[src/ft245_cfg.svh]
`ifndef FT245_CFG_SVH
`define FT245_CFG_SVH

// Width of one user data word
`define FT_WORD_BITS 32

// Bytes packed into one word, sent most significant first
`define FT_WORD_BYTES 4

// Words held by each ping-pong buffer
`define FT_FIFO_DEPTH 16

// Width of size and count fields on the FIFO handshake
`define FT_SIZE_BITS 24

`endif

[src/fifo_pkg.sv]
`default_nettype none

`include "ft245_cfg.svh"

package fifo_pkg;

  typedef logic [`FT_WORD_BITS-1:0] word_t;
  typedef logic [`FT_SIZE_BITS-1:0] size_t;

  // One bit per ping-pong buffer
  typedef logic [1:0] buf_sel_t;

endpackage

`default_nettype wire

[src/ppfifo.sv]
`timescale 1ns/1ns
`default_nettype none

`include "ft245_cfg.svh"

module ppfifo #(
  parameter int DEPTH = `FT_FIFO_DEPTH
) (
  input  wire                     i_ft245_clk,
  input  wire                     rst,
  // Write side
  output fifo_pkg::buf_sel_t      o_wr_rdy,
  input  wire fifo_pkg::buf_sel_t i_wr_act,
  output fifo_pkg::size_t         o_wr_size,
  input  wire                     i_wr_stb,
  input  wire fifo_pkg::word_t    i_wr_data,
  // Read side
  output logic                    o_rd_rdy,
  input  wire                     i_rd_act,
  output fifo_pkg::size_t         o_rd_size,
  input  wire                     i_rd_stb,
  output fifo_pkg::word_t         o_rd_data
);

  localparam int ADDR_BITS = $clog2(DEPTH);
  localparam fifo_pkg::size_t BUF_WORDS = fifo_pkg::size_t'(DEPTH);

  fifo_pkg::word_t    mem [2][DEPTH];
  fifo_pkg::size_t    count [2];
  logic [1:0]         full;
  fifo_pkg::buf_sel_t wr_act_q;
  logic               rd_act_q;
  // Older of the two buffers, always the next one read
  logic               first;
  logic [ADDR_BITS-1:0] rd_ptr;

  logic       wr_sel;
  logic       wr_en;
  logic [1:0] fill;
  logic       release_buf;

  assign wr_sel = i_wr_act[1];
  assign wr_en  = i_wr_stb && (i_wr_act != 2'b00) && (count[wr_sel] < BUF_WORDS);

  // A buffer closes with data when its act bit drops
  assign fill[0] = wr_act_q[0] && !i_wr_act[0] && (count[0] != '0);
  assign fill[1] = wr_act_q[1] && !i_wr_act[1] && (count[1] != '0);
  assign release_buf = rd_act_q && !i_rd_act;

  assign o_wr_rdy  = ~full & ~wr_act_q;
  assign o_wr_size = BUF_WORDS;

  assign o_rd_rdy  = full[first] && !rd_act_q;
  assign o_rd_size = count[first];
  // First word falls through
  assign o_rd_data = mem[first][rd_ptr];

  always_ff @(posedge i_ft245_clk) begin
    if (rst) begin
      full     <= '0;
      wr_act_q <= '0;
      rd_act_q <= 1'b0;
      first    <= 1'b0;
      rd_ptr   <= '0;
      count[0] <= '0;
      count[1] <= '0;
    end else begin
      wr_act_q <= i_wr_act;
      rd_act_q <= i_rd_act;
      if (wr_en) begin
        count[wr_sel] <= count[wr_sel] + 1'b1;
      end
      if (i_rd_act && i_rd_stb) begin
        rd_ptr <= rd_ptr + 1'b1;
      end
      if (fill[0]) begin
        full[0] <= 1'b1;
      end
      if (fill[1]) begin
        full[1] <= 1'b1;
      end
      if (release_buf) begin
        full[first]  <= 1'b0;
        count[first] <= '0;
        rd_ptr       <= '0;
        // Hand over to the other buffer if it holds data
        if (full[!first] || fill[!first]) begin
          first <= !first;
        end
      end else if (fill[0] && !full[1]) begin
        first <= 1'b0;
      end else if (fill[1] && !full[0]) begin
        first <= 1'b1;
      end
    end
  end

  always_ff @(posedge i_ft245_clk) begin
    if (wr_en) begin
      mem[wr_sel][count[wr_sel][ADDR_BITS-1:0]] <= i_wr_data;
    end
  end

endmodule

`default_nettype wire

[config.mk]
export PLATFORM = sky130hd
export DESIGN_NAME = ppfifo
export DESIGN_NICKNAME = d
export VERILOG_FILES = /design/src/fifo_pkg.sv /design/src/ppfifo.sv
export VERILOG_INCLUDE_DIRS = /design/src
export SDC_FILE = /design/constraint.sdc
export NUM_CORES = 1
export LEC_CHECK = 0
export ABC_CLOCK_PERIOD_IN_PS = 4100
export BUFFER_PORTS_ARGS = -buffer_cell sky130_fd_sc_hd__buf_2
export CORE_MARGIN = 2
export CORE_UTILIZATION = 44
export DETAILED_ROUTE_END_ITERATION = 8
export PLACE_DENSITY = 0.65
export SYNTH_ARGS = -nofsm -noshare
export SYNTH_HDL_FRONTEND = slang
export SYNTH_SLANG_ARGS = --single-unit
[constraint.sdc]
create_clock -name i_ft245_clk -period 4.1 [get_ports i_ft245_clk]
set_input_delay 0.82 -clock i_ft245_clk [delete_from_list [all_inputs] [get_ports i_ft245_clk]]
set_output_delay 0.82 -clock i_ft245_clk [all_outputs]
set_load 0.03 [all_outputs]
==> results.md, run 1 <==
Outcome:
- The flow ran to the end, and the final reports show no timing, DRC or antenna violations.

Floorplanning:
- The starting density of the core is 0.445.
- The initialized floorplan defines 112 standard-cell rows.
- The horizontal die dimension is 311 microns.
- The area of the core is between 90000 and 100000 sq um.
- The die covers 97000 sq um.
- roughly 120 I/O pins were placed.
- Measured along the y axis, the die boundary spans 311 microns.

STA:
- For the final routed database, the setup TNS stands at 0 ps.
- The total count of hold-check failures in the final report came to 0.
- The smallest clock period supported by the final layout is computed as 3930 ps.
- Timing would allow up to 254 MHz.
- The ratio of final minimum period to clock period is 0.958.
- The worst-margin pin slew is a little over 800 ps.
- Once routing completed, OpenROAD measured the worst setup slack at roughly 170 ps.
- In this run the tightest slew margin relative to its limit is 0.452.
- The total setup violations reported at the end of the flow is 0.
- The final max-slew violation count was 0.
- Setup repair after global routing left no endpoint under its margin.
- Across the routed clock network, the largest skew measured is ~16 ps.

Clock tree:
- The clock root buffer master is clkbuf_16.
- The clock buffer count from CTS is 103.
- TritonCTS built the clock tree.
- The total of cells resized after clock tree synthesis is 0.
- The clock transition time at the flip-flop clock pins of the worst setup and hold paths is 60 ps.
- Clock latency on the worst-skew pair, taken at its later pin, is 660 ps.
- The number of hold buffers added after CTS was 0.
- The H-tree generated during clock tree synthesis spans 3 levels.
- The post-CTS setup repair buffer count is 0.
- Counting along the longest clock path gives a buffer depth of 3.
- For this design, the sink count on the clock tree is 1083.

Critical path:
- STA classifies the critical path endpoint as a primary output.
- The delay of the slowest cell on the worst path is 750 ps.
- The critical path goes through nor2b_4 -> buf_12 -> a22oi_1 -> a31oi_1 -> buf_2.
- The library cell contributing the largest single delay on the critical path is dfxtp_4.
- The worst register-to-register path ends at mem[1][336].
- The launching point of the worst reg2reg path is count[1][12].
- The kind of cell adding the most delay to the critical path is flip-flops.
- The minimum setup slack among reg-to-reg paths is around 1000 ps.
- The number of buffer and inverter stages on the critical path is 2.
- The classification of the worst setup path is flip-flop to primary output.
- The number of cell instances on the worst register-to-register path is 6.
- At the worst endpoint, the required time is around 3300 ps.
- Of all nets on the critical path, the largest fanout is 29.
- The data arrival time of the critical path is 3110 ps.
- The sort of element at the start of the critical path is a flip-flop.

Global routing:
- The total routing usage reported by global routing is 0.189.
- The number of global-route vias before repair is 20447.
- The pin count of the biggest net entering global routing is 54.
- The wire length of the first global-routing pass is 135000 microns.
- The number of antenna violations at the first check in global routing is 0.
- Summed over all layers, the global routing overflow is 0.

Synthesis:
- The post-synthesis share of cell area spent on full adders, half adders and majority gates is 0.00150.
- The dominant cell by count in the synthesized netlist is edfxtp_1.
- The count of flip-flops with a built-in enable after synthesis is 1024.
- Ranked by instance count, the synthesized netlist is headed by edfxtp_1, mux4_2, mux2i_1.
- The largest area contributor in the synthesized netlist is edfxtp_1.
- The summed instance area of the synthesized netlist is 41600 sq um.
- Synthesis produced a netlist whose cell count is 1884.
- Of the total synthesized cell area, the portion taken by XOR and XNOR cells is 0.00147.
- The main flop type after synthesis is edfxtp_1.
- The register bit total from synthesis is around 1100.
- The complex-gate fraction of the synthesized area is 0.0266.
- By area the synthesized netlist is led by edfxtp_1, mux4_2, dfxtp_1.
- During synthesis, Yosys emitted a total of 0 warnings.
- In the synthesized netlist the async set-or-reset flop fraction comes to 0.
- The count of unique library cells instantiated by Yosys is 47.
- The area share of and/or/nand/nor cells after synthesis is 0.0206.
- For this run, the register share of the synthesized area comes to 0.768.
- By area, the combinational part of the netlist is dominated by multiplexers.
- The portion of netlist area occupied by mux cells is 0.163.
- The share of synthesized area in the top cell type comes to 0.739.
- In this run the mean area of a mapped cell was 22.1 sq um.

Final layout:
- The finished cells cover 47400 sq um.
- The final net count is 2108.
- In the final layout, the share of cells above drive strength 1 is 0.304.
- From synthesis to final layout, the design area changed by 13.9%.
- The repair_antennas step left the layout with diodes totalling 0.

Place:
- The wire-length estimate of the detail-placed layout is 53100 microns.
- The worst slack at placement is about 660 ps.
- The number of input and output port buffers inserted is 97.
- The instance area after placement is 44200 sq um.
- At the end of routability-driven placement, the weighted congestion stood at 0.777.

Route:
- Across all layers, the routed design uses 19543 vias.
- The final routed DRC violation total is 0.
- Dividing the detail-routed via count by the number of cells gives 5.74.
- The routed design has between 90000 and 100000 microns of wire.
- The detailed router's first-iteration violation count is 1934.
- The post-detailed-route wirelength per cell is around 27 microns.
- The number of routed nets with antenna violations is 0.
- The first detailed-routing pass ran for 5 iterations.

Flow run:
- The number of max-cap violations is 0.

Power:
- The leakage power summed over all cells is ~15 nW.
- The power density over the cells is 470 nW/um^2.
- Summing internal, switching and leakage power gives 0.0223 W.
- The worst-case IR drop observed on VDD is 0.000397 V.

Min path:
- The worst hold path was traced through 2 stages.
- The path class of the tightest hold or removal check is primary input to flip-flop.
- The worst hold path endpoint is wr_act_q[0].
- The startpoint identified for the worst hold timing path is i_wr_act[0].
[worst reg2reg max path, delay by kind of cell, from the launching register on]
kind,cells,cell delay (ps)
buffers and inverters,1,510
DFF,1,320
AOI/OAI and AO/OA,1,440
and+or+nand+nor,4,1430
[worst max-delay path by stage]
stage / from / end / slack, ps / depth (start not counted)
detailed placement: i_wr_act[1] / mem[0][470] / 660 / 7
floorplan: i_wr_act[1] / mem[1][64] / 440 / 6
CTS: rd_ptr[2] / o_rd_data[10] / 170 / 5
finish: rd_ptr[2] / o_rd_data[10] / 170 / 5
global placement: i_wr_act[1] / mem[1][337] / 730 / 7
global route: rd_ptr[2] / o_rd_data[10] / 90 / 5
[metrics by stage]
step | util | hold slack [ps] | instances
after floorplan | - | 447 | 1906
after global placement | 0.473 | 463 | 3213
after detailed placement | 0.473 | 471 | 3213
after CTS | 0.507 | 436 | 3402
after global routing | 0.507 | 456 | 3402
final | 0.507 | 454 | 3402
[metal layers]
layer	up-vias	part of all wire	GRT usage
met1	10498	0.42	0.260
li1	8248	-	-
met4	0	0.026	0.0596
met2	663	0.49	0.310
met5	-	0	0
met3	134	0.061	0.0329
[layout make-up]
cell class	count	area, sq um
inverter	5	18.8
multi-input combinational	691	9220
timing repair buffer	180	1430
fill	7312	46100
sequential	1083	31900
clock buffer	128	2690
clock inverter	61	512
tap	1254	1570
[logic make-up after synthesis]
group	Yosys count
AOI/OAI and AO/OA	150
xor gates and xnor gates	7
adders and majority gates	5
buffers and inverters	132
DFF	1083
muxes	353
other	2
and+or+nand+nor	152
[power by group]
group          switching [W]  internal [W]
sequential         0.0000262        0.0121
combinational       0.000639      0.000408
clock                0.00395       0.00510
total                0.00462        0.0176
[layout by cell type (no fill, tap or decap), types with 6 or more instances in the layout]
cell       Yosys  final
edfxtp_1    1024   1024
mux4_2       256    256
clkbuf_16      0    104
buf_2         32     97
mux2i_1       73     73
a22oi_1       65     65
buf_4         38     57
dfxtp_1       59     55
and2_1        39     38
nor2_4         1     35
a31oi_1       34     34
a22o_1        32     32
clkinv_1       0     30
buf_12         0     26
mux2_2        24     24
conb_1         2     24
clkbuf_1      38     24
nor2_1        53     19
clkinv_2       0     14
nor4_1         9      9
a21oi_1        9      9
nand3_1        7      7
xnor2_1        7      7
bufinv_16      0      7
nor2b_1        9      6
[registers in the layout (all words and copies together), names as in the netlist, named ones only]
name and count:
mem 1024, count 48, rd_ptr 4, full 2, wr_act_q 2, first 1
rd_act_q 1
Note: power is estimated with default switching activity, not from simulation.
==> inputs of run 2 (changes only) <==
--- a/config.mk
+++ b/config.mk
@@ -11,6 +11,7 @@
 export CORE_MARGIN = 2
 export CORE_UTILIZATION = 44
 export DETAILED_ROUTE_END_ITERATION = 8
+export GPL_TIMING_DRIVEN = 0
 export PLACE_DENSITY = 0.65
 export SYNTH_ARGS = -nofsm -noshare
 export SYNTH_HDL_FRONTEND = slang
==> run 2 against run 1 <==
Net effect:
- worst setup slack worse by 140 ps
- clock power increased by 5.0%
- cell count up 2.5%
- clock-buffer cell count grew 8
- critical path depth up 2
- die area stayed put
- highest routed layer unchanged
- total power is 2.5% higher
- core utilization is 0.87 points higher
- clock skew up 13 ps
- sequential power is essentially flat
- sequential share of layout area shrank 1.2 points
- global-route usage rose by 1.3 points
==> results.md, run 2 (synthesized netlist as in run 1, its figures left out) <==
Critical path:
- Walking the worst path, the cells encountered are buf_2 -> and2_1 -> clkbuf_1 -> buf_2 -> a22oi_1 -> a31oi_1 -> buf_2.
- The number of buffer and inverter stages on the critical path is 4 (+2).
- The timing startpoint of the critical path is rd_ptr[2].
- The delay of the slowest cell on the worst path was 440 ps (-310 ps).
- The classification of the worst setup path is flip-flop to primary output.
- The data arrival time of the critical path came to 3250 ps (+140 ps).
- The most frequent cell on the critical path is buf_2.
- The launching point of the worst reg2reg path is count[0][16].
- The worst setup path is captured at a primary output.
- The sort of element at the start of the critical path is a flip-flop.
- The maximum net fanout on the critical path is 10 (-66%).
- The library cell contributing the largest single delay on the critical path is buf_2.
- The required time reported for the critical path endpoint is 3280 ps (about the same).
- The kind of cell adding the most delay to the critical path is buffers and inverters.

STA:
- The final max-slew violation count came to 0 (unchanged).
- The minimum clock period after layout is 4070 ps (+141 ps).
- The final worst setup slack is 29.2 ps (-141 ps).
- The setup total negative slack was 0 ps (unchanged).
- The worst slew slack as a fraction of its limit is 0.333 (-0.118).
- The total setup violations reported at the end of the flow came to 0 (unchanged).
- The total count of hold-check failures in the final report is 0 (unchanged).
- The ratio of final minimum period to clock period is 0.993 (+0.0344).
- The maximum clock skew at final layout was 29.3 ps (+13.2 ps).
- The worst-margin pin slew came to 1000 ps (+178 ps).
- The top achievable clock speed is 246 MHz (-3.5%).
- Setup repair after global routing could not meet its margin everywhere.

Clock tree:
- The latest clock arrival within the worst-skew pair came to 690 ps (+30 ps).
- The cts-stage hold buffer count came to 0 (unchanged).
- TritonCTS built the clock tree.
- The number of buffers on the longest clock path is 3 (unchanged).
- The clock buffer count from CTS is 107 (+3.9%).
- Clock tree synthesis selected as its root buffer the cell clkbuf_16.
- The clock transition time at the flip-flop clock pins of the worst setup and hold paths is 60 ps (about the same).
- The depth of the CTS H-tree came to 3 (unchanged).
- The clock net sink count is 1083 (unchanged).

Final layout:
- The library cells used most frequently in the layout, excluding fill and tap cells, are edfxtp_1, mux4_2, buf_2, clkbuf_16, mux2i_1.
- The utilization after layout is 0.516 (+0.00874).
- The number of inserted filler cells in the final layout is 7253 (-0.81%).
- The sequential standard cell area was 31900 sq um (about the same).
- The final net count is 2185 (+3.7%).
- Leaving out fill and tap cells, the most frequent cell in the layout is edfxtp_1.
- The combined area of the multi-input logic cells came to 9190 sq um (-0.35%).
- The number of flip-flops under the largest register name came to 1024 (unchanged).
- The count of antenna diodes in the layout is 0 (unchanged).
- The fraction of final layout cells with drive strength greater than 1 came to 0.319 (+0.0153).
- The post-synthesis to final-layout area growth is 15.9%.

Floorplanning:
- The horizontal die dimension is 311 microns (unchanged).
- The total I/O pin count was 122 (unchanged).
- The starting density of the core is 0.445 (unchanged).
- The area enclosed by the die boundary came to 97000 sq um (unchanged).
- The area of the core is 93500 sq um (unchanged).
- The vertical die dimension was 311 microns (unchanged).
- The number of cell rows is 112 (unchanged).

Route:
- The number of routed nets with antenna violations is 0 (unchanged).
- The post-detailed-route wirelength per cell is 28.1 microns (+4.6%).
- The final routed DRC violation total is 0 (unchanged).
- The detailed router's first-iteration violation count is 2213 (+14%).
- The via total after detailed routing is 20063 (+2.7%).
- The number of vias per cell after detailed routing is 5.75 (+0.16%).
- The overall routed net length is 98100 microns (+7.2%).
- The detailed-routing iteration count for the pre-antenna-repair pass is 5 (unchanged).

Place:
- The number of input and output port buffers inserted came to 95 (-2.1%).
- The post-detailed-placement half-perimeter wirelength is 64700 microns (+22%).
- The worst slack at placement is 211 ps (-446 ps).
- The routability-driven placement congestion ratio came to 0.778 (about the same).

Global routing:
- The pin count of the biggest net entering global routing is 33 (-39%).
- The number of global-route vias before repair is 20863 (+2.0%).
- The wire length of the first global-routing pass was 142000 microns (+5.0%).
- The number of antenna violations at the first check in global routing is 0 (unchanged).
- The global route total overflow is 0 (unchanged).
- The total routing usage reported by global routing is 0.203 (+0.0134).

Min path:
- The worst hold path begins at i_wr_act[0].
- The worst hold path belongs to the class primary input to flip-flop.

Power:
- The peak supply drop is 0.000355 V (-11%).
- The power density over the cells was 473 nW/um^2 (+0.74%).
- The leakage power summed over all cells is 15.2 nW (+3.0%).

Outcome:
- The flow ran to the end, and the final reports show no timing, DRC or antenna violations.

Flow run:
- The number of max-cap violations is 0 (unchanged).
## run 2: changes by cell type in the layout (fill, tap and decap cells not counted), moves of 7 or more
| cell | previous run | this run |
|---|---|---|
| buf_2 | 97 | 112 |
| clkinv_2 | 14 | 22 |
| clkbuf_1 | 24 | 45 |
| clkbuf_2 | 0 | 15 |
| buf_4 | 57 | 48 |
| clkbuf_4 | 0 | 7 |
| clkinv_1 | 30 | 23 |
| buf_16 | 0 | 14 |
| buf_6 | 0 | 20 |
| buf_12 | 26 | 18 |
## run 2: path summary, 6_finish.rpt
check	endpoint	cells past startpoint	slack (ps)
worst max-delay path	o_rd_data[11]	7	30
worst min-delay path	wr_act_q[0]	2	450
worst max register to register	mem[1][303]	6	800
worst min register to register	count[0][11]	1	480
## run 2: metrics by stage
| stage | area [sq um] | cells | hold WS, ps | power (W) |
|---|---|---|---|---|
| floorplan | 41700 | 1906 | 447 | 0.0131 |
| global placement | 43700 | 3255 | 466 | 0.0135 |
| detailed placement | 44700 | 3287 | 475 | 0.0135 |
| CTS | 48200 | 3487 | 419 | 0.0229 |
| global route | 48200 | 3487 | 469 | 0.0234 |
| finish | 48200 | 3487 | 453 | 0.0228 |
## run 2: cell type report
cell class / instances / share of cell area
plain buffers: 126 / 0.0180
repair buffers: 127 / 0.0253
clock buffers: 136 / 0.0582
flip-flops and latches: 1083 / 0.662
well taps: 1254 / 0.0325
inverters: 5 / 0.000389
multi-input cells: 691 / 0.191
clock inverters: 65 / 0.0125
## run 2: per-layer routing
layer | up-vias | GRT usage | share of wire
met2 | 871 | 0.342 | 0.51
met1 | 10631 | 0.271 | 0.40
met4 | 0 | 0.0626 | 0.026
li1 | 8414 | - | -
met3 | 147 | 0.0339 | 0.067
met5 | - | 0 | 0
## run 2: where the power goes
part | leakage, nW | switching, W | internal [W]
sequential | 9.69 | 0.0000130 | 0.0121
combinational | 3.85 | 0.000716 | 0.000443
clock | 1.66 | 0.00414 | 0.00537
total | 15.2 | 0.00487 | 0.0179
## run 2: what timing repair did
item,in CTS,in global routing
buffers inserted,0,0
gates cloned,0,0
setup endpoints to repair,32,23
resized for setup,36,10
==> inputs of run 3 (changes only) <==
--- a/config.mk
+++ b/config.mk
@@ -6,13 +6,12 @@
 export SDC_FILE = /design/constraint.sdc
 export NUM_CORES = 1
 export LEC_CHECK = 0
-export ABC_CLOCK_PERIOD_IN_PS = 4100
 export BUFFER_PORTS_ARGS = -buffer_cell sky130_fd_sc_hd__buf_2
 export CORE_MARGIN = 2
 export CORE_UTILIZATION = 44
 export DETAILED_ROUTE_END_ITERATION = 8
 export GPL_TIMING_DRIVEN = 0
-export PLACE_DENSITY = 0.65
+export PLACE_DENSITY_LB_ADDON = 0.1
 export SYNTH_ARGS = -nofsm -noshare
 export SYNTH_HDL_FRONTEND = slang
 export SYNTH_SLANG_ARGS = --single-unit
==> run 3 against run 2 <==
Net effect:
- non-clock buffer count is 1 higher
- worst hold slack worse by 78 ps
- first-iteration DRC count fell by 6.7%
- critical path depth stayed put
- highest routed layer unchanged
- core utilization increased by 0.18 points
- clock power up 6%
- worst setup slack gained 21 ps
- maximum frequency is 0.51% higher
- global-route usage grew 0.78 points
- register-to-register slack improved by 30 ps
==> results.md, run 3 (synthesized netlist as in run 1, its figures left out) <==
Outcome:
- The flow ran to the end, and the final reports show no timing, DRC or antenna violations.

STA:
- The total setup violations reported at the end of the flow is 0 (unchanged).
- The worst slew slack as a fraction of its limit was 0.348 (+0.0149).
- The minimum clock period after layout is 4050 ps (-20.5 ps).
- The ratio of final minimum period to clock period is 0.988 (-0.00500).
- The final worst setup slack came to 49.7 ps (+20.5 ps).
- The final max-slew violation count is 0 (unchanged).
- Setup repair after global routing left no endpoint under its margin.
- The post-route worst hold slack is 375 ps (-77.8 ps).
- The top achievable clock speed is 247 MHz (+0.51%).
- The total count of hold-check failures in the final report is 0 (unchanged).
- The maximum clock skew at final layout is 25.1 ps (-4.15 ps).
- The worst-margin pin slew is 978 ps (-22.4 ps).

Critical path:
- The critical path ends at o_rd_data[9].
- The startpoint identified for the worst register-to-register timing path is count[0][5].
- The number of stages on the worst setup path is 7 (unchanged).
- The delay of the slowest cell on the worst path is 480 ps (+40 ps).
- The library cell contributing the largest single delay on the critical path is clkbuf_2.
- The endpoint of the worst register-to-register path is mem[0][78].
- The minimum setup slack among reg-to-reg paths is 830 ps (+30 ps).
- The sort of element at the start of the critical path is a flip-flop.
- The required time reported for the critical path endpoint is 3280 ps (about the same).
- The number of cell instances on the worst register-to-register path is 6 (unchanged).
- The most critical setup path has its startpoint at rd_ptr[2].
- The endpoint kind of the worst setup timing path is a primary output.
- In this design, the largest share of critical-path delay is due to buffers and inverters.
- By instance count, the cell type seen most on the critical path is buf_2.
- The maximum net fanout on the critical path came to 10 (unchanged).
- The classification of the worst setup path is flip-flop to primary output.
- The number of buffer and inverter stages on the critical path was 4 (unchanged).
- Traced cell by cell, the critical path runs through buf_2 -> nor2b_1 -> clkbuf_1 -> clkbuf_2 -> a22oi_1 -> a31oi_1 -> buf_2.
- The data arrival time of the critical path is 3230 ps (-20 ps).

Clock tree:
- The clock buffer count from CTS was 113 (+5.6%).
- The number of buffers on the longest clock path came to 3 (unchanged).
- The clock transition time at the flip-flop clock pins of the worst setup and hold paths is 60 ps (about the same).
- The cts-stage hold buffer count is 0 (unchanged).
- The clock root buffer master is clkbuf_16.
- The post-CTS setup repair buffer count is 0 (unchanged).
- TritonCTS built the clock tree.
- The clock net sink count is 1083 (unchanged).
- The depth of the CTS H-tree is 3 (unchanged).
- The latest clock arrival within the worst-skew pair is 700 ps (about the same).

Final layout:
- The leading cell type in the layout, fill and taps excluded is edfxtp_1.
- The area growth from synthesis to layout is 16.3%.
- The post-route non-filler standard cell count was 3501 (+0.40%).
- The number of flip-flops under the largest register name is 1024 (unchanged).
- The final net count is 2192 (+0.32%).
- In the layout the commonest cells are edfxtp_1, mux4_2, clkbuf_16, buf_2, mux2i_1.
- The fraction of final layout cells with drive strength greater than 1 is 0.324 (+0.00469).
- The count of antenna diodes in the layout was 0 (unchanged).

Floorplanning:
- The horizontal die dimension came to 311 microns (unchanged).
- The area enclosed by the die boundary is 97000 sq um (unchanged).
- The number of cell rows is 112 (unchanged).
- The vertical die dimension was 311 microns (unchanged).
- The total I/O pin count is 122 (unchanged).
- The area of the core is 93500 sq um (unchanged).
- The starting density of the core is 0.445 (unchanged).

Power:
- The power density over the cells is 484 nW/um^2 (+2.3%).
- The portion of total power attributed to the clock network was 0.432 (+0.015).
- The part of the total power dissipated in combinational logic is 0.049 (-0.002).
- The switching power summed over all nets came to 0.00493 W (+1.3%).
- The register share of total power came to 0.519 (-0.013).
- The internal power consumption is 0.0185 W (+3.0%).
- The peak supply drop is 0.000345 V (-2.7%).
- The switching share of power is 0.211 (-0.00273).
- The leakage power summed over all cells was 15.3 nW (+0.70%).

Place:
- The worst slack at placement is 270 ps (+58.7 ps).
- The cell count after placement is 3287 (unchanged).
- The number of input and output port buffers inserted was 95 (unchanged).
- The routability-driven placement congestion ratio is 0.753 (-3.1%).
- The post-detailed-placement half-perimeter wirelength is 67000 microns (+3.5%).

Route:
- The detailed-route wire length on metal 1 is 42800 microns (+8.7%).
- The length of routed met3 wiring is 4950 microns (-24%).
- The detailed router's first-iteration violation count came to 2065 (-6.7%).
- The overall routed net length is 102000 microns (+3.6%).
- The via total after detailed routing is 19875 (-0.94%).
- The final routed DRC violation total came to 0 (unchanged).
- The post-detailed-route wirelength per cell is 29.0 microns (+3.2%).
- The routed wire length on met2 is 51700 microns (+4.1%).
- The number of vias per cell after detailed routing came to 5.68 (-1.3%).
- The highest signal layer in the routed design is met4.
- The number of routed nets with antenna violations came to 0 (unchanged).
- The detailed-routing iteration count for the pre-antenna-repair pass is 7 (+2).

Global routing:
- The pin count of the biggest net entering global routing was 33 (unchanged).
- The total routing usage reported by global routing was 0.211 (+0.00782).
- The wire length of the first global-routing pass was 147000 microns (+3.1%).
- The number of antenna violations at the first check in global routing was 0 (unchanged).
- The global route total overflow was 0 (unchanged).
- The number of global-route vias before repair is 20813 (-0.24%).

Min path:
- The type of the most critical hold path is primary input to flip-flop.

Flow run:
- The number of max-cap violations was 0 (unchanged).
run 3: cell count changes in the layout (fill, tap and decap cells not counted), moves of 4 or more:
| cell | before | now |
|---|---|---|
| buf_12 | 18 | 32 |
| buf_16 | 14 | 0 |
| bufinv_16 | 8 | 13 |
| clkbuf_1 | 45 | 36 |
| clkbuf_16 | 108 | 114 |
| clkbuf_4 | 7 | 11 |
| clkinv_1 | 23 | 32 |
| inv_6 | 0 | 6 |
run 3: how the worst min path moves through the flow:
stage | from | to | slack (ps) | cells past startpoint
4_1_cts | i_wr_act[0] | wr_act_q[0] | 340 | 2
2_1_floorplan | count[1][12] | count[1][12] | 450 | 1
5_1_grt | i_wr_act[0] | wr_act_q[0] | 380 | 2
6_report | i_wr_act[0] | wr_act_q[0] | 370 | 2
3_3_place_gp | count[0][22] | count[0][22] | 470 | 1
3_5_place_dp | count[1][10] | count[1][10] | 470 | 1
run 3: area by class of cell:
cell class                 instances  area, sq um
buffer                           127          887
clock buffer                     132         2920
clock inverter                    82          753
fill                            7446        45100
inverter                           5         18.8
multi-input combinational        691         9180
sequential                      1083        31900
tap                             1254         1570
timing repair buffer             127         1120
run 3: routing by layer:
layer | GRT usage | vias to the layer above
li1 | - | 8460
met1 | 0.284 | 10736
met2 | 0.358 | 546
met3 | 0.0357 | 133
met4 | 0.0539 | 0
met5 | 0 | -
run 3: per-stage QoR:
stage / TNS [ps] / total power, W / utilization / instance area [sq um]
6_report: 0 / 0.0234 / 0.518 / 48400
2_1_floorplan: 0 / 0.0131 / - / 41700
5_1_grt: 0 / 0.0241 / 0.518 / 48400
4_1_cts: -0.168 / 0.0236 / 0.517 / 48400
3_3_place_gp: -1758720 / 0.0135 / 0.468 / 43700
3_5_place_dp: 0 / 0.0135 / 0.477 / 44600
run 3: what timing repair did:
item                                    CTS  global route
endpoints found under the setup margin   32            13
hold endpoints to repair                  0             0
pin swaps                                 0             0
gates resized for setup                  36            14
run 3: power by group through the flow:
stage | Clock (W) | Sequential, W | Combinational (W)
final | 0.0101 | 0.0121 | 0.00116
after global routing | 0.0107 | 0.0121 | 0.00124
after CTS | 0.0103 | 0.0121 | 0.00118
after detailed placement | 0 | 0.0124 | 0.00117
after global placement | 0 | 0.0124 | 0.00113
after floorplan | 0 | 0.0124 | 0.000717
